--- src/periph_bus_pkg.sv ---
// APB bus shared by all peripherals: 32-bit data, 12-bit address, zero wait states, no strobes
package periph_bus_pkg;

   //**************************************************
   // Bus widths
   //**************************************************
   localparam int APB_ADDR_W = 12;   // One 4 KB window
   localparam int APB_DATA_W = 32;

   // Byte offset bits inside one data word
   localparam int APB_BYTE_W = $clog2(APB_DATA_W / 8);

   //**************************************************
   // Request from master, setup and access phase
   //**************************************************
   typedef struct packed {
      logic                  psel;
      logic                  penable;
      logic                  pwrite;
      logic [APB_ADDR_W-1:0] paddr;
      logic [APB_DATA_W-1:0] pwdata;
   } apb_req_t;

   // Response, sampled by the master in the access cycle only
   typedef struct packed {
      logic                  pready;
      logic                  pslverr;
      logic [APB_DATA_W-1:0] prdata;
   } apb_rsp_t;

   // Idle values, handy for tie-offs and reset of bus models
   localparam apb_req_t APB_REQ_IDLE = '0;
   localparam apb_rsp_t APB_RSP_IDLE = '0;

   // Response given by the fabric for an empty slot
   localparam apb_rsp_t APB_RSP_ERR = '{
      pready:  1'b1,
      pslverr: 1'b1,
      prdata:  '0
   };

endpackage
--- src/periph_map_pkg.sv ---
// Peripheral register map; each config struct is whole 32-bit words, word n at byte offset 4n
package periph_map_pkg;

   //**************************************************
   // Slot decode
   //**************************************************
   localparam int PERIPH_SLOT_W = 4;   // Top address bits pick a peripheral
   localparam int PERIPH_OFS_W  = periph_bus_pkg::APB_ADDR_W - PERIPH_SLOT_W;

   localparam logic [PERIPH_SLOT_W-1:0] TIMER_SLOT = 4'd1;
   localparam logic [PERIPH_SLOT_W-1:0] PWM_SLOT   = 4'd2;

   localparam logic [periph_bus_pkg::APB_ADDR_W-1:0] TIMER_BASE = {TIMER_SLOT, 8'h00};
   localparam logic [periph_bus_pkg::APB_ADDR_W-1:0] PWM_BASE   = {PWM_SLOT, 8'h00};

   // Byte offsets inside a slot
   localparam logic [PERIPH_OFS_W-1:0] TIMER_CTRL_OFS   = 8'h00;
   localparam logic [PERIPH_OFS_W-1:0] TIMER_CMP_OFS    = 8'h04;
   localparam logic [PERIPH_OFS_W-1:0] TIMER_STATUS_OFS = 8'h08;   // Count, read only

   localparam logic [PERIPH_OFS_W-1:0] PWM_CTRL_OFS     = 8'h00;
   localparam logic [PERIPH_OFS_W-1:0] PWM_PERIOD_OFS   = 8'h04;
   localparam logic [PERIPH_OFS_W-1:0] PWM_DUTY_OFS     = 8'h08;
   localparam logic [PERIPH_OFS_W-1:0] PWM_STATUS_OFS   = 8'h0C;   // Counter, read only

   //**************************************************
   // Configuration structs, last member is word 0
   //**************************************************
   typedef struct packed {
      logic [periph_bus_pkg::APB_DATA_W-3:0] rsvd;   // Read back as written
      logic                                  irq_en;
      logic                                  en;
   } timer_ctrl_t;

   typedef struct packed {
      logic [periph_bus_pkg::APB_DATA_W-1:0] compare;   // Word 1
      timer_ctrl_t                           ctrl;      // Word 0
   } timer_cfg_t;

   typedef struct packed {
      logic [periph_bus_pkg::APB_DATA_W-2:0] rsvd;
      logic                                  en;
   } pwm_ctrl_t;

   typedef struct packed {
      logic [periph_bus_pkg::APB_DATA_W-1:0] duty;     // Word 2
      logic [periph_bus_pkg::APB_DATA_W-1:0] period;   // Word 1
      pwm_ctrl_t                             ctrl;     // Word 0
   } pwm_cfg_t;

endpackage

--- src/apb_periph_top.sv ---
// APB peripheral subsystem: timer in slot 1, PWM in slot 2, external master on apb_req_i
`timescale 1ns/1ps

module apb_periph_top #(
   parameter int TIMER_CNT_W = 32,
   parameter int PWM_CNT_W   = 16
) (
   input  logic                     clk_i,
   input  logic                     rst_n_i,
   input  periph_bus_pkg::apb_req_t apb_req_i,
   output periph_bus_pkg::apb_rsp_t apb_rsp_o,
   output logic                     timer_irq_o,
   output logic                     pwm_o
);
   import periph_bus_pkg::*;

   apb_req_t timer_req;
   apb_rsp_t timer_rsp;
   apb_req_t pwm_req;
   apb_rsp_t pwm_rsp;

   apb_fabric u_fabric (
      .clk_i       (clk_i),
      .rst_n_i     (rst_n_i),
      .apb_req_i   (apb_req_i),
      .apb_rsp_o   (apb_rsp_o),
      .timer_req_o (timer_req),
      .timer_rsp_i (timer_rsp),
      .pwm_req_o   (pwm_req),
      .pwm_rsp_i   (pwm_rsp)
   );

   apb_timer #(
      .CNT_W (TIMER_CNT_W)
   ) u_timer (
      .clk_i   (clk_i),
      .rst_n_i (rst_n_i),
      .req_i   (timer_req),
      .rsp_o   (timer_rsp),
      .irq_o   (timer_irq_o)
   );

   apb_pwm #(
      .CNT_W (PWM_CNT_W)
   ) u_pwm (
      .clk_i   (clk_i),
      .rst_n_i (rst_n_i),
      .req_i   (pwm_req),
      .rsp_o   (pwm_rsp),
      .pwm_o   (pwm_o)
   );

endmodule

--- src/apb_fabric.sv ---
// Slot decoder for two APB slaves; empty slots answer with pslverr in the access cycle
`timescale 1ns/1ps

module apb_fabric (
   input  logic                     clk_i,
   input  logic                     rst_n_i,
   input  periph_bus_pkg::apb_req_t apb_req_i,
   output periph_bus_pkg::apb_rsp_t apb_rsp_o,
   output periph_bus_pkg::apb_req_t timer_req_o,
   input  periph_bus_pkg::apb_rsp_t timer_rsp_i,
   output periph_bus_pkg::apb_req_t pwm_req_o,
   input  periph_bus_pkg::apb_rsp_t pwm_rsp_i
);
   import periph_bus_pkg::*;
   import periph_map_pkg::*;

   logic [PERIPH_SLOT_W-1:0] slot;
   logic [APB_ADDR_W-1:0]    ofs_addr;
   logic                     hit_timer;
   logic                     hit_pwm;

   assign slot      = apb_req_i.paddr[APB_ADDR_W-1 -: PERIPH_SLOT_W];
   assign ofs_addr  = {{PERIPH_SLOT_W{1'b0}}, apb_req_i.paddr[PERIPH_OFS_W-1:0]};
   assign hit_timer = (slot == TIMER_SLOT);
   assign hit_pwm   = (slot == PWM_SLOT);

   //**************************************************
   // Request fan-out
   //**************************************************
   always_comb begin
      timer_req_o         = apb_req_i;
      timer_req_o.psel    = apb_req_i.psel & hit_timer;
      timer_req_o.penable = apb_req_i.penable & hit_timer;   // Keep slave idle
      timer_req_o.paddr   = ofs_addr;

      pwm_req_o           = apb_req_i;
      pwm_req_o.psel      = apb_req_i.psel & hit_pwm;
      pwm_req_o.penable   = apb_req_i.penable & hit_pwm;
      pwm_req_o.paddr     = ofs_addr;
   end

   // Response mux
   always_comb begin
      if (hit_timer) begin
         apb_rsp_o = timer_rsp_i;
      end else if (hit_pwm) begin
         apb_rsp_o = pwm_rsp_i;
      end else if (apb_req_i.psel && apb_req_i.penable) begin
         apb_rsp_o = APB_RSP_ERR;   // Nobody home
      end else begin
         apb_rsp_o = APB_RSP_IDLE;
      end
   end

   //**************************************************
   // Bus checks
   //**************************************************
   a_one_slave : assert property (
      @(posedge clk_i) disable iff (!rst_n_i)
      $onehot0({timer_req_o.psel, pwm_req_o.psel})
   );

   a_setup_to_access : assert property (
      @(posedge clk_i) disable iff (!rst_n_i)
      (apb_req_i.psel && !apb_req_i.penable) |=>
         (apb_req_i.psel && apb_req_i.penable && $stable(apb_req_i.paddr) &&
          $stable(apb_req_i.pwrite) && $stable(apb_req_i.pwdata))
   );

endmodule

--- src/apb_pwm.sv ---
// Single-channel PWM, registered output; period and duty use their low CNT_W bits
`timescale 1ns/1ps

module apb_pwm #(
   parameter int CNT_W = 16
) (
   input  logic                     clk_i,
   input  logic                     rst_n_i,
   input  periph_bus_pkg::apb_req_t req_i,
   output periph_bus_pkg::apb_rsp_t rsp_o,
   output logic                     pwm_o
);
   import periph_bus_pkg::*;
   import periph_map_pkg::*;

   pwm_cfg_t              cfg;
   logic [CNT_W-1:0]      period;
   logic [CNT_W-1:0]      duty;
   logic [CNT_W-1:0]      cnt_q;
   logic                  run;
   logic [APB_DATA_W-1:0] status;

   apb_reg_bank #(
      .cfg_t (pwm_cfg_t)
   ) u_regs (
      .clk_i    (clk_i),
      .rst_n_i  (rst_n_i),
      .req_i    (req_i),
      .rsp_o    (rsp_o),
      .status_i (status),
      .cfg_o    (cfg)
   );

   assign period = cfg.period[CNT_W-1:0];
   assign duty   = cfg.duty[CNT_W-1:0];
   assign run    = cfg.ctrl.en && (period != '0);
   assign status = APB_DATA_W'(cnt_q);

   //**************************************************
   // Period counter and output
   //**************************************************
   always_ff @(posedge clk_i or negedge rst_n_i) begin
      if (!rst_n_i) begin
         cnt_q <= '0;
         pwm_o <= 1'b0;
      end else begin
         pwm_o <= run && (cnt_q < duty);   // One cycle behind the counter
         if (!run) begin
            cnt_q <= '0;
         end else if (cnt_q >= period - 1'b1) begin
            cnt_q <= '0;   // Wrap, also after period shrinks
         end else begin
            cnt_q <= cnt_q + 1'b1;
         end
      end
   end

   // A period change gets one cycle to pull the counter back in range
   a_cnt_below_period : assert property (
      @(posedge clk_i) disable iff (!rst_n_i)
      (run && $stable(period)) |-> (cnt_q < period)
   );

endmodule

--- src/apb_timer.sv ---
// Compare-and-wrap timer with one-cycle irq pulse; CNT_W up to 32, compare uses its low CNT_W bits
`timescale 1ns/1ps

module apb_timer #(
   parameter int CNT_W = 32
) (
   input  logic                     clk_i,
   input  logic                     rst_n_i,
   input  periph_bus_pkg::apb_req_t req_i,
   output periph_bus_pkg::apb_rsp_t rsp_o,
   output logic                     irq_o
);
   import periph_bus_pkg::*;
   import periph_map_pkg::*;

   timer_cfg_t            cfg;
   logic [CNT_W-1:0]      cnt_q;
   logic [CNT_W-1:0]      cmp;
   logic                  wrap;
   logic [APB_DATA_W-1:0] status;

   apb_reg_bank #(
      .cfg_t (timer_cfg_t)
   ) u_regs (
      .clk_i    (clk_i),
      .rst_n_i  (rst_n_i),
      .req_i    (req_i),
      .rsp_o    (rsp_o),
      .status_i (status),
      .cfg_o    (cfg)
   );

   assign cmp    = cfg.compare[CNT_W-1:0];
   assign wrap   = (cnt_q >= cmp);   // Also recovers when compare drops below the count
   assign status = APB_DATA_W'(cnt_q);

   //**************************************************
   // Counter and interrupt
   //**************************************************
   always_ff @(posedge clk_i or negedge rst_n_i) begin
      if (!rst_n_i) begin
         cnt_q <= '0;
         irq_o <= 1'b0;
      end else if (cfg.ctrl.en) begin
         if (wrap) begin
            cnt_q <= '0;
            irq_o <= cfg.ctrl.irq_en;   // High while count reads zero
         end else begin
            cnt_q <= cnt_q + 1'b1;
            irq_o <= 1'b0;
         end
      end else begin
         irq_o <= 1'b0;   // Count holds
      end
   end

   // Back-to-back pulses only when every cycle is a wrap
   a_irq_single_pulse : assert property (
      @(posedge clk_i) disable iff (!rst_n_i)
      (irq_o && (cmp != '0)) |=> !irq_o
   );

endmodule

--- src/apb_reg_bank.sv ---
// Config words plus one read-only status word after them; cfg_t must be whole 32-bit words
`timescale 1ns/1ps

module apb_reg_bank #(
   parameter type cfg_t = logic [periph_bus_pkg::APB_DATA_W-1:0]
) (
   input  logic                                  clk_i,
   input  logic                                  rst_n_i,
   input  periph_bus_pkg::apb_req_t              req_i,
   output periph_bus_pkg::apb_rsp_t              rsp_o,
   input  logic [periph_bus_pkg::APB_DATA_W-1:0] status_i,
   output cfg_t                                  cfg_o
);
   import periph_bus_pkg::*;

   localparam int NUM_WORDS = $bits(cfg_t) / APB_DATA_W;
   localparam int IDX_W     = APB_ADDR_W - APB_BYTE_W;

   logic [NUM_WORDS-1:0][APB_DATA_W-1:0] cfg_q;
   logic [IDX_W-1:0]                     word_idx;
   logic                                 access;
   logic                                 is_cfg;
   logic                                 is_status;
   logic                                 err;
   logic [APB_DATA_W-1:0]                cfg_rdata;

   //**************************************************
   // Decode
   //**************************************************
   assign word_idx  = req_i.paddr[APB_ADDR_W-1:APB_BYTE_W];   // Byte lanes ignored
   assign access    = req_i.psel & req_i.penable;
   assign is_cfg    = (word_idx < IDX_W'(NUM_WORDS));
   assign is_status = (word_idx == IDX_W'(NUM_WORDS));

   // Status is read only, everything past it is unmapped
   assign err = !is_cfg && !(is_status && !req_i.pwrite);

   // Config storage, written on the edge ending the access phase
   always_ff @(posedge clk_i or negedge rst_n_i) begin
      if (!rst_n_i) begin
         cfg_q <= '0;
      end else if (access && req_i.pwrite && is_cfg) begin
         for (int w = 0; w < NUM_WORDS; w++) begin
            if (word_idx == IDX_W'(w)) begin
               cfg_q[w] <= req_i.pwdata;
            end
         end
      end
   end

   always_comb begin
      cfg_rdata = status_i;
      for (int w = 0; w < NUM_WORDS; w++) begin
         if (word_idx == IDX_W'(w)) begin
            cfg_rdata = cfg_q[w];
         end
      end
   end

   //**************************************************
   // Response, zero wait states
   //**************************************************
   assign rsp_o.pready  = access;
   assign rsp_o.pslverr = access & err;
   assign rsp_o.prdata  = (access && !req_i.pwrite && !err) ? cfg_rdata : '0;

   assign cfg_o = cfg_t'(cfg_q);

   // Fabric must drop penable together with psel for a slot it does not select
   a_penable_needs_psel : assert property (
      @(posedge clk_i) disable iff (!rst_n_i)
      req_i.penable |-> req_i.psel
   );

endmodule

--- config.mk ---
export PLATFORM = sky130hd
export DESIGN_NAME = apb_periph_top
export DESIGN_NICKNAME = d
export VERILOG_FILES = /design/src/periph_bus_pkg.sv /design/src/periph_map_pkg.sv /design/src/apb_periph_top.sv /design/src/apb_fabric.sv /design/src/apb_pwm.sv /design/src/apb_timer.sv /design/src/apb_reg_bank.sv
export SDC_FILE = /design/constraint.sdc
export NUM_CORES = 1
export LEC_CHECK = 0
export ABC_CLOCK_PERIOD_IN_PS = 8200
export BUFFER_PORTS_ARGS = -buffer_cell sky130_fd_sc_hd__buf_4
export CAP_MARGIN = 30
export CORE_UTILIZATION = 55
export DETAILED_ROUTE_END_ITERATION = 12
export GPL_ROUTABILITY_DRIVEN = 0
export PLACE_DENSITY_LB_ADDON = 0.12
export SLEW_MARGIN = 20
export SYNTH_ARGS = -nofsm -noshare
export SYNTH_HDL_FRONTEND = slang
export SYNTH_HIERARCHICAL = 1
export SYNTH_SLANG_ARGS = --single-unit
--- constraint.sdc ---
create_clock -name clk_i -period 8.2 [get_ports clk_i]
set_clock_uncertainty 0.2 [all_clocks]
set_input_delay 0.82 -clock clk_i [delete_from_list [all_inputs] [get_ports clk_i]]
set_output_delay 0.82 -clock clk_i [all_outputs]
set_load 0.1 [all_outputs]
==> metrics.md, run 1 <==
| Metric | Value |
|---|---|
| Post-route antenna net violation count | `0` |
| Int Power | `roughly 1.7 mW` |
| Vias after detailed routing | `slightly above 10000` |
| Fraction of layout instances using a drive strength above 1 | `26.76%` |
| GRT Residual Overflow | `0` |
| Top achievable clock speed | `approximately 0.19 GHz` |
| Master of the slowest instance on the critical path | `sky130_fd_sc_hd__or4_1` |
| Fraction of the cycle the final worst path needs | `a little under two thirds` |
| Mean instance size in the synthesized netlist | `about 11 um^2` |
| Crit Reg-Reg Startpoint | `u_pwm/u_regs/cfg_o[36]` |
| Cell Chain, Critical Path | `buf_4, nor4b_4, buf_4, and2_1, nand2_1, or4_1, buf_4, a221oi_1, a22o_1, buf_4` |
| Crit start category | `primary input` |
| Maximum fanout along the worst path | `37` |
| Number of ports placed on the die boundary | `85` |
| Hold buffer count at cts | `0` |
| Starting utilization of the core area | `between 50% and 60%` |
| Proportion of power drawn by combinational gates | `5.4%` |
| Area growth syn-to-layout | `6.777%` |
| Hold Path Class | `in -> async` |
| Worst EP arrival | `~4.2 ns` |
| Avg WL per Cell | `between 20 and 25 um` |
| Worst setup path startpoint | `apb_req_i[43]` |
| Largest net degree at the start of global routing | `93` |
| Summed negative setup slack over all endpoints | `0 ns` |
| Layout Cell Area excl Fill | `about 0.015 mm^2` |
| DRC violations left | `0` |
| Gr usage total | `27.26%` |
| CTS tree | `yes` |
| Cells after Synth | `1342` |
| Starting DRC count in detailed routing | `683` |
| Pins over their slew limit | `0` |
| Buffers on Ports | `82` |
| Share of power burned in registers | `a little under half` |
| P_sw | `between 0.5 and 0.6 mW` |
| # Post-CTS Setup Buffers | `0` |
| Register clock-pin slew on the reported worst setup and hold paths | `~0.06 ns` |
| Most repeated library cell on the critical path | `sky130_fd_sc_hd__buf_4` |
| Unrepaired setup endpoints after global routing | `no` |
| Max IR drop VDD | `~160 uV` |
| DPL Wire Length | `~23 mm` |
| Routed Wire Length | `between 30 and 40 mm` |
| Run status | `completed` |
| Normalized max-slew margin | `between 30% and 40%` |
| Cell at the root of the clock tree | `sky130_fd_sc_hd__clkbuf_16` |
| CTS H-Tree Depth | `1` |
| Clock latency of the later-clocked register in the worst-skew pair | `roughly 0.53 ns` |
| Endpoints failing hold | `0` |
| Setup crit end kind | `output port` |
| Die area | `about 0.027 mm^2` |
| Number of standard-cell rows in the floorplan | `58` |
| Worst EP required | `7.18 ns` |
| Worst Path Class, Setup | `in -> out` |
| Placement-stage cell area | `between 0.01 and 0.015 mm^2` |
| Core utilization of the finished layout | `about three fifths` |
| Via count of the first global-routing pass | `about 10000` |
| Synth Warn # | `6` |
| Area of the placeable core | `between 0.02 and 0.03 mm^2` |
| Post-Syn Area | `between 0.01 and 0.015 mm^2` |
| Die Width | `about 160 um` |
| CTS Buf Count | `25` |
| Smallest setup slack after layout | `between 2 and 3 ns` |
| Die Y-Extent | `around 160 um` |
| Clock sink count | `210` |
| Clock group share of total power | `about half` |
| Vias per cell | `~6.1` |
| Switching fraction of total power | `a little under a quarter` |
| Biggest cell delay along the critical path | `about 0.75 ns` |
| Clock period minus worst slack | `5.246 ns` |
| Leakage power total | `a little over 7 nW` |
| Antenna violations before repair | `0` |
| # setup viols final | `0` |
| Diodes inserted | `0` |
| Resize count post-CTS | `0` |
| Power density normalized to cell area | `about 150 mW/mm^2` |
| First-pass iteration count of the detailed router | `6` |
| Actual transition at the worst max-transition pin | `approximately 0.97 ns` |
| NumNets Final | `approximately 1400` |
| Pre-CTS WS | `3.017 ns` |
| Max-cap check violation count | `0` |
| Global-route wire length before repair | `56.91 mm` |
| Maximum count of clock buffers along a single path | `3` |
[per-layer routing]
layer	global-route usage [%]	wire length (um)
met4	10.15	1366
met1	37.18	15920
met3	3.631	1852
met5	0	0
met2	44.01	16420
[placed cells by master (no fill, tap or decap), types with 3 or more instances in the layout]
cell type	n
sky130_fd_sc_hd__and2_1	4
sky130_fd_sc_hd__clkbuf_16	25
sky130_fd_sc_hd__nor4_1	7
sky130_fd_sc_hd__mux2i_1	33
sky130_fd_sc_hd__xor2_1	18
sky130_fd_sc_hd__clkbuf_1	9
sky130_fd_sc_hd__a221oi_1	34
sky130_fd_sc_hd__a211oi_1	4
sky130_fd_sc_hd__nand3_1	16
sky130_fd_sc_hd__nand2b_1	40
sky130_fd_sc_hd__a21oi_1	26
sky130_fd_sc_hd__nand4_1	16
sky130_fd_sc_hd__conb_1	24
sky130_fd_sc_hd__xnor2_1	33
sky130_fd_sc_hd__or4_1	4
sky130_fd_sc_hd__mux2_1	3
sky130_fd_sc_hd__or4_4	4
sky130_fd_sc_hd__nor3_1	64
sky130_fd_sc_hd__and3_1	4
sky130_fd_sc_hd__clkbuf_8	8
sky130_fd_sc_hd__buf_4	96
sky130_fd_sc_hd__nand2_1	40
sky130_fd_sc_hd__dfrtp_1	210
sky130_fd_sc_hd__inv_1	96
sky130_fd_sc_hd__a22o_1	32
sky130_fd_sc_hd__o21ai_0	18
sky130_fd_sc_hd__o2bb2ai_1	3
sky130_fd_sc_hd__nor4_4	4
sky130_fd_sc_hd__or3_1	6
sky130_fd_sc_hd__mux2_2	99
sky130_fd_sc_hd__and4_1	3
sky130_fd_sc_hd__mux2_4	90
sky130_fd_sc_hd__ha_1	66
sky130_fd_sc_hd__a2111o_1	33
sky130_fd_sc_hd__a31oi_1	3
sky130_fd_sc_hd__o31ai_1	35
sky130_fd_sc_hd__nor2_1	80
[power by group through the flow]
stage	sequential [mW]	clock, mW	combinational [mW]
floorplan	1.06	0	0.0867
global placement	1.06	0	0.119
detailed placement	1.06	0	0.120
CTS	1.04	1.12	0.120
global route	1.04	1.16	0.134
finish	1.04	1.10	0.123
[through the flow]
step / cells / total power [mW] / hold slack (ns)
2_1_floorplan: 1364 / 1.142 / 0.2591
3_3_place_gp: 1621 / 1.174 / 0.2712
3_5_place_dp: 1621 / 1.175 / 0.2802
6_report: 1668 / 2.255 / 0.1038
5_1_grt: 1668 / 2.334 / 0.1609
4_1_cts: 1666 / 2.279 / 0.1342
[critical path: cells and delay by family]
kind / cells / cell delay (ns)
and+or+nand+nor: 4 / 1.32
buffers and inverters: 4 / 1.20
AOI/OAI and AO/OA: 2 / 0.85
[state kept, by name, summed over array words and instances, names as in the netlist]
name and cells:
u_timer/cnt_q 32, u_pwm/u_regs/cfg_o 96, u_timer/irq_o 1, u_pwm/cnt_q 16
u_pwm/pwm_o 1, u_timer/u_regs/cfg_o 64
[area by class of cell]
class | instances | area [um^2]
fill | 2181 | 10100
multi-input combinational | 888 | 7674
sequential | 210 | 5255
timing repair buffer | 99 | 783.3
clock buffer | 42 | 769.5
tap | 330 | 412.9
inverter | 96 | 360.3
clock inverter | 3 | 43.79
[worst paths after layout]
check                                          to  slack, ns  depth (start not counted)
min in group clk_i         u_pwm/u_regs/cfg_o[63]       0.29                          1
setup / recovery                    apb_rsp_o[13]       2.95                         10
hold / removal             u_pwm/u_regs/cfg_o[69]       0.10                          1
setup reg to reg                  u_pwm/cnt_q[13]       4.40                          9
hold reg to reg            u_pwm/u_regs/cfg_o[63]       0.29                          1
max in group asynchronous  u_pwm/u_regs/cfg_o[53]       6.55                          2
No activity file was read; power rests on OpenSTA's default activity.
==> run 2, diff against run 1 <==
--- a/config.mk
+++ b/config.mk
@@ -5,7 +5,7 @@
 export SDC_FILE = /design/constraint.sdc
 export NUM_CORES = 1
 export LEC_CHECK = 0
-export ABC_CLOCK_PERIOD_IN_PS = 8200
+export ABC_CLOCK_PERIOD_IN_PS = 5300
 export BUFFER_PORTS_ARGS = -buffer_cell sky130_fd_sc_hd__buf_4
 export CAP_MARGIN = 30
 export CORE_UTILIZATION = 55
==> constraint.sdc (replaced) <==
create_clock -name clk_i -period 5.3 [get_ports clk_i]
set_clock_uncertainty 0.2 [all_clocks]
set_input_delay 0.53 -clock clk_i [delete_from_list [all_inputs] [get_ports clk_i]]
set_output_delay 0.53 -clock clk_i [all_outputs]
set_load 0.1 [all_outputs]
==> run 2 against run 1 <==
  * Clock power is 63% higher
  * Via count is 1.8% higher
  * Wire length is 1.6% higher
  * Die area stayed put
  * Count of clock-buffer cells in the layout is 1 higher
  * Sequential power is 54% higher
  * First-iteration DRC count is 6.6% higher
==> metrics.md, run 2 (synthesized netlist as in run 1, its figures left out) <==
| Metric | Value |
|---|---|
| Clock period minus worst slack | `roughly 4.5 ns` |
| DRC violations left | `0 (unchanged)` |
| Power density normalized to cell area | `232.9 mW/mm^2 (+58%)` |
| Layout Cell Area excl Fill | `0.01537 mm^2 (+0.47%)` |
| # Post-CTS Setup Buffers | `0 (unchanged)` |
| # setup viols final | `0 (unchanged)` |
| Die Y-Extent | `163.4 um (unchanged)` |
| Global routing usage on met1 | `37.87% (+0.68 points)` |
| Clock latency of the later-clocked register in the worst-skew pair | `0.52 ns (about the same)` |
| Largest net degree at the start of global routing | `118 (+27%)` |
| Leading cell type in the layout, fill and taps excluded | `sky130_fd_sc_hd__dfrtp_1` |
| Leakage power total | `7.081 nW (+0.59%)` |
| CTS tree | `yes` |
| Number of ports placed on the die boundary | `85 (unchanged)` |
| Setup crit end kind | `output port` |
| Worst Path Class, Setup | `in -> out` |
| Post-route antenna net violation count | `0 (unchanged)` |
| Flip-flop count of the largest register, all copies and words added | `96 (unchanged)` |
| Vias per cell | `6.140 (+1.5%)` |
| Top achievable clock speed | `0.2233 GHz` |
| Worst EP required | `4.57 ns (-2.61 ns)` |
| Buffers on Ports | `82 (unchanged)` |
| Via count of the first global-routing pass | `10419 (+2.3%)` |
| Global-route wire length before repair | `58.39 mm (+2.6%)` |
| Maximum fanout along the worst path | `22 (-41%)` |
| Unrepaired setup endpoints after global routing | `no` |
| Hold Path Class | `in -> reg` |
| NumNets Final | `1439 (+0.28%)` |
| Avg WL per Cell | `21.60 um (+1.3%)` |
| Worst EP arrival | `3.75 ns (-0.48 ns)` |
| Clock sink count | `210 (unchanged)` |
| Diodes inserted | `0 (unchanged)` |
| Routed Wire Length | `36.14 mm (+1.6%)` |
| Normalized max-slew margin | `33.80% (-1.0 points)` |
| GRT Residual Overflow | `0 (unchanged)` |
| Gr usage total | `27.96% (+0.70 points)` |
| Summed negative setup slack over all endpoints | `0 ns (unchanged)` |
| Vias after detailed routing | `10273 (+1.8%)` |
| Resize count post-CTS | `0 (unchanged)` |
| Area growth syn-to-layout | `7.274%` |
| Fraction of layout instances using a drive strength above 1 | `27.03% (+0.27 points)` |
| Peak-usage layer in the global routing report | `met2` |
| Starting DRC count in detailed routing | `728 (+6.6%)` |
| Die area | `0.02670 mm^2 (unchanged)` |
| Max IR drop VDD | `338.5 uV (+110%)` |
| Antenna violations before repair | `0 (unchanged)` |
| Starting utilization of the core area | `56.41% (unchanged)` |
| Crit start category | `primary input` |
| Actual transition at the worst max-transition pin | `0.9855 ns (+0.01331 ns)` |
| CTS H-Tree Depth | `1 (unchanged)` |
| Placement-stage cell area | `0.01449 mm^2 (+0.38%)` |
| DPL Wire Length | `24.01 mm (+2.4%)` |
| CTS Buf Count | `26 (+4.0%)` |
| Cell at the root of the clock tree | `sky130_fd_sc_hd__clkbuf_16` |
| First-pass iteration count of the detailed router | `5 (-1)` |
| Area of the placeable core | `0.02540 mm^2 (unchanged)` |
| Max-cap check violation count | `0 (unchanged)` |
| Die Width | `163.4 um (unchanged)` |
| Routing usage on met3 | `3.860% (+0.23 points)` |
| Number of standard-cell rows in the floorplan | `58 (unchanged)` |
| Maximum count of clock buffers along a single path | `3 (unchanged)` |
| Most frequent cells in the layout | `sky130_fd_sc_hd__dfrtp_1 (210), sky130_fd_sc_hd__mux2_2 (99), sky130_fd_sc_hd__buf_4 (98), sky130_fd_sc_hd__inv_1 (96), sky130_fd_sc_hd__mux2_4 (90)` |
| Register clock-pin slew on the reported worst setup and hold paths | `0.06 ns (about the same)` |
| Run status | `completed` |
| Endpoints failing hold | `0 (unchanged)` |
| Pins over their slew limit | `0 (unchanged)` |
| Fraction of the cycle the final worst path needs | `around 85%` |
| GRT met2 Usage | `46.30% (+2.3 points)` |
==> run 2: changes by cell type in the layout (fill, tap and decap cells not counted) <==
| cell | before | now |
|---|---|---|
| sky130_fd_sc_hd__dlygate4sd3_1 | 0 | 1 |
| sky130_fd_sc_hd__buf_12 | 1 | 2 |
| sky130_fd_sc_hd__clkbuf_16 | 25 | 27 |
| sky130_fd_sc_hd__clkbuf_1 | 9 | 8 |
| sky130_fd_sc_hd__buf_16 | 1 | 0 |
| sky130_fd_sc_hd__buf_4 | 96 | 98 |
| sky130_fd_sc_hd__clkinv_2 | 1 | 2 |
| sky130_fd_sc_hd__inv_8 | 0 | 1 |
| sky130_fd_sc_hd__inv_6 | 1 | 0 |
==> run 2: cell type report <==
cell class / count / area [um^2]
Inverter: 96 / 360.3
Timing Repair Buffer: 102 / 800.8
Sequential cell: 210 / 5255
Tap cell: 330 / 412.9
Clock buffer: 43 / 815.8
Fill cell: 2183 / 10030
Multi-Input combinational cell: 888 / 7674
Clock inverter: 4 / 51.30
==> run 2: power by group <==
part / switching [mW] / internal (mW)
clock network: 0.693 / 1.09
registers: 0.0000250 / 1.60
logic: 0.134 / 0.0565
total: 0.827 / 2.75
==> run 2: through the flow <==
stage | worst slack, ns | hold slack [ns] | util (%) | std cells | power [mW]
final | 0.8209 | 0.07919 | 60.51 | 1673 | 3.580
after global routing | 0.7519 | 0.07094 | 60.51 | 1673 | 3.695
after CTS | 0.9677 | 0.05816 | 60.51 | 1673 | 3.616
after detailed placement | 0.9786 | 0.2816 | 57.06 | 1625 | 1.821
after global placement | 0.9775 | 0.2719 | 57.06 | 1625 | 1.820
after floorplan | 1.331 | 0.03441 | - | 1364 | 1.767
==> run 2: path summary, 6_finish.rpt <==
check                                       startpoint  cells after the start                  endpoint  slack (ns)
max in group asynchronous                      rst_n_i                      3    u_pwm/u_regs/cfg_o[93]        3.35
min in group asynchronous                      rst_n_i                      2            u_pwm/cnt_q[3]        0.42
worst max-delay path                     apb_req_i[43]                     10              apb_rsp_o[5]        0.82
worst min register to register   u_pwm/u_regs/cfg_o[6]                      1     u_pwm/u_regs/cfg_o[6]        0.30
worst max register to register  u_pwm/u_regs/cfg_o[36]                      9           u_pwm/cnt_q[13]        1.55
worst min-delay path                     apb_req_i[25]                      2  u_timer/u_regs/cfg_o[57]        0.08
==> run 2: timing repair <==
action                                  in CTS  in global routing
hold buffers                                 1                  0
endpoints found under the setup margin       0                  0
hold endpoints to repair                    93                  0
==> run 2: worst max-delay path: stages <==
cell and delay [ns]:
sky130_fd_sc_hd__buf_4 0.14, sky130_fd_sc_hd__nor4b_4 0.31, sky130_fd_sc_hd__buf_4 0.33, sky130_fd_sc_hd__and2_1 0.19
sky130_fd_sc_hd__nand2_1 0.08, sky130_fd_sc_hd__or4_1 0.75, sky130_fd_sc_hd__buf_4 0.36, sky130_fd_sc_hd__a221oi_1 0.51
sky130_fd_sc_hd__a22o_1 0.24, sky130_fd_sc_hd__buf_4 0.28
==> run 2: per-layer routing <==
| metal | part of all wire, % | vias up |
|---|---|---|
| li1 | - | 4703 |
| met1 | 44 | 5181 |
| met2 | 47 | 329 |
| met3 | 5.9 | 60 |
| met4 | 2.5 | 0 |
| met5 | 0 | - |
==> run 3, diff against run 2 <==
--- a/config.mk
+++ b/config.mk
@@ -5,7 +5,7 @@
 export SDC_FILE = /design/constraint.sdc
 export NUM_CORES = 1
 export LEC_CHECK = 0
-export ABC_CLOCK_PERIOD_IN_PS = 5300
+export ABC_CLOCK_PERIOD_IN_PS = 4000
 export BUFFER_PORTS_ARGS = -buffer_cell sky130_fd_sc_hd__buf_4
 export CAP_MARGIN = 30
 export CORE_UTILIZATION = 55
==> constraint.sdc (replaced) <==
create_clock -name clk_i -period 4 [get_ports clk_i]
set_clock_uncertainty 0.2 [all_clocks]
set_input_delay 0.4 -clock clk_i [delete_from_list [all_inputs] [get_ports clk_i]]
set_output_delay 0.4 -clock clk_i [all_outputs]
set_load 0.1 [all_outputs]
==> run 3 against run 2 <==
  * Via count decreased by 0.62%
  * Non-clock buffer count is 41 higher
  * Global-route usage shrank 0.33 points
  * Worst hold slack improved by 0.23 ns
  * Combinational power rose by 48%
  * Final cell count rose by 2.3%
  * Critical path depth decreased by 1
  * Largest cell class unchanged
==> metrics.md, run 3 (synthesized netlist as in run 1, its figures left out) <==
| Metric | Value |
|---|---|
| Core utilization of the finished layout | `62.06% (+1.6 points)` |
| Via count of the first global-routing pass | `10230 (-1.8%)` |
| Crit start category | `register` |
| Hold Path Class | `in -> async` |
| DPL Wire Length | `24.61 mm (+2.5%)` |
| CTS H-Tree Depth | `1 (unchanged)` |
| CTS tree | `yes` |
| Worst Path Class, Setup | `reg -> reg` |
| Cells after DPL | `1634 (+0.55%)` |
| Top achievable clock speed | `approximately 0.27 GHz` |
| Area growth syn-to-layout | `10.03%` |
| NumNets Final | `1479 (+2.8%)` |
| Fraction of the cycle the final worst path needs | `93.13%` |
| Resize count post-CTS | `0 (unchanged)` |
| Pre-CTS WS | `0.3099 ns (-0.6687 ns)` |
| Diodes inserted | `0 (unchanged)` |
| DRC violations left | `0 (unchanged)` |
| Die area | `0.02670 mm^2 (unchanged)` |
| Power Total | `4.661 mW (+30%)` |
| Flip-flop count of the largest register, all copies and words added | `96 (unchanged)` |
| Antenna violations before repair | `0 (unchanged)` |
| Unrepaired setup endpoints after global routing | `no` |
| Routed Wire Length | `36.17 mm (about the same)` |
| First-pass iteration count of the detailed router | `5 (unchanged)` |
| # setup viols final | `0 (unchanged)` |
| Register clock-pin slew on the reported worst setup and hold paths | `0.06 ns (about the same)` |
| Clock latency of the later-clocked register in the worst-skew pair | `0.53 ns (about the same)` |
| Die Y-Extent | `163.4 um (unchanged)` |
| Gr usage total | `27.63% (-0.33 points)` |
| Post-route antenna net violation count | `0 (unchanged)` |
| Setup crit end kind | `register` |
| Worst EP arrival | `3.95 ns (+0.20 ns)` |
| Leakage power total | `7.255 nW (+2.5%)` |
| Placement-stage cell area | `0.01461 mm^2 (+0.81%)` |
| Actual transition at the worst max-transition pin | `0.8108 ns (-0.1748 ns)` |
| Number of ports placed on the die boundary | `85 (unchanged)` |
| Normalized max-slew margin | `45.53% (+12 points)` |
| Clock period minus worst slack | `3.725 ns` |
| Maximum count of clock buffers along a single path | `3 (unchanged)` |
| Starting DRC count in detailed routing | `670 (-8.0%)` |
| Buffers on Ports | `82 (unchanged)` |
| Leading cell type in the layout, fill and taps excluded | `sky130_fd_sc_hd__dfrtp_1` |
| Summed negative setup slack over all endpoints | `0 ns (unchanged)` |
| Max-cap check violation count | `0 (unchanged)` |
| Endpoints failing hold | `0 (unchanged)` |
| Run status | `completed` |
| Fraction of layout instances using a drive strength above 1 | `26.94% (-0.092 points)` |
| Global-route wire length before repair | `57.49 mm (-1.5%)` |
| Pins over their slew limit | `0 (unchanged)` |
| Die Width | `163.4 um (unchanged)` |
| Number of standard-cell rows in the floorplan | `58 (unchanged)` |
| Layout Cell Area excl Fill | `0.01576 mm^2 (+2.6%)` |
| Vias after detailed routing | `10209 (-0.62%)` |
| Area of the placeable core | `0.02540 mm^2 (unchanged)` |
| Max IR drop VDD | `314.2 uV (-7.2%)` |
| Clock sink count | `210 (unchanged)` |
| Vias per cell | `5.967 (-2.8%)` |
| Cell at the root of the clock tree | `sky130_fd_sc_hd__clkbuf_16` |
| Power density normalized to cell area | `295.7 mW/mm^2 (+27%)` |
| Worst EP required | `4.22 ns (-0.35 ns)` |
| CTS Buf Count | `25 (-3.8%)` |
| Minimum hold slack | `0.3057 ns (+0.2265 ns)` |
| Largest net degree at the start of global routing | `92 (-22%)` |
| Starting utilization of the core area | `56.41% (unchanged)` |
| Final std cells w/o fill | `1711 (+2.3%)` |
| Avg WL per Cell | `21.14 um (-2.1%)` |
| Most frequent cells in the layout | `sky130_fd_sc_hd__dfrtp_1 (210), sky130_fd_sc_hd__buf_4 (103), sky130_fd_sc_hd__mux2_2 (99), sky130_fd_sc_hd__inv_1 (96), sky130_fd_sc_hd__mux2_4 (90)` |
| Smallest setup slack after layout | `0.2749 ns (-0.5460 ns)` |
| Maximum fanout along the worst path | `16 (-27%)` |
| GRT Residual Overflow | `0 (unchanged)` |
run 3: cell types whose count changed in the layout (fill, tap and decap cells not counted), sizes merged:
| cell | delta |
|---|---|
| clkbuf | -1 |
| buf | +9 |
| bufinv | -1 |
| dlygate4sd3 | +32 |
| clkinv | -1 |
run 3: layout make-up:
cell class / count / area (um^2)
fill: 2080 / 9635
multi-input combinational: 888 / 7674
sequential: 210 / 5255
timing repair buffer: 143 / 1239
clock buffer: 42 / 809.5
tap: 330 / 412.9
inverter: 96 / 360.3
clock inverter: 2 / 13.76
run 3: worst max-delay path, cell delays in order, from the launching register on:
cell,delay (ns)
sky130_fd_sc_hd__dfrtp_1,0.43
sky130_fd_sc_hd__or3_1,0.51
sky130_fd_sc_hd__or4_4,0.51
sky130_fd_sc_hd__nor4b_2,0.31
sky130_fd_sc_hd__xnor2_1,0.16
sky130_fd_sc_hd__ha_1,0.26
sky130_fd_sc_hd__a211oi_1,0.23
sky130_fd_sc_hd__o22ai_1,0.11
sky130_fd_sc_hd__a2111o_1,0.61
sky130_fd_sc_hd__a211oi_1,0.29
run 3: per-layer routing:
metal	track usage (%)	routed length, um	vias to the layer above
met5	0	0	-
met4	8.666	924	0
met3	2.920	1432	56
met2	45.45	17260	265
met1	38.10	16550	5106
li1	-	-	4782
run 3: worst paths after layout:
kind                       slack, ns                      from                       end  depth (start not counted)
max in group asynchronous       2.41                   rst_n_i    u_pwm/u_regs/cfg_o[88]                          3
min in group clk_i              0.31  u_timer/u_regs/cfg_o[16]  u_timer/u_regs/cfg_o[16]                          1
min reg2reg                     0.31  u_timer/u_regs/cfg_o[16]  u_timer/u_regs/cfg_o[16]                          1
min                             0.31                   rst_n_i     u_pwm/u_regs/cfg_o[7]                          2
max reg2reg                     0.27    u_pwm/u_regs/cfg_o[35]           u_pwm/cnt_q[13]                          9
max                             0.27    u_pwm/u_regs/cfg_o[35]           u_pwm/cnt_q[13]                          9
run 3: what timing repair did:
item                      4_1_cts  5_1_grt
hold endpoints to repair      247        0
hold buffers                   33        0
setup buffers                   0        0
run 3: power breakdown:
part / total, mW / leakage [nW] / internal (mW) / switching [mW]
Clock: 2.25 / 0.409 / 1.36 / 0.890
Combinational: 0.282 / 3.91 / 0.100 / 0.182
Sequential: 2.13 / 2.94 / 2.13 / 0.0000329
Total: 4.66 / 7.26 / 3.59 / 1.07
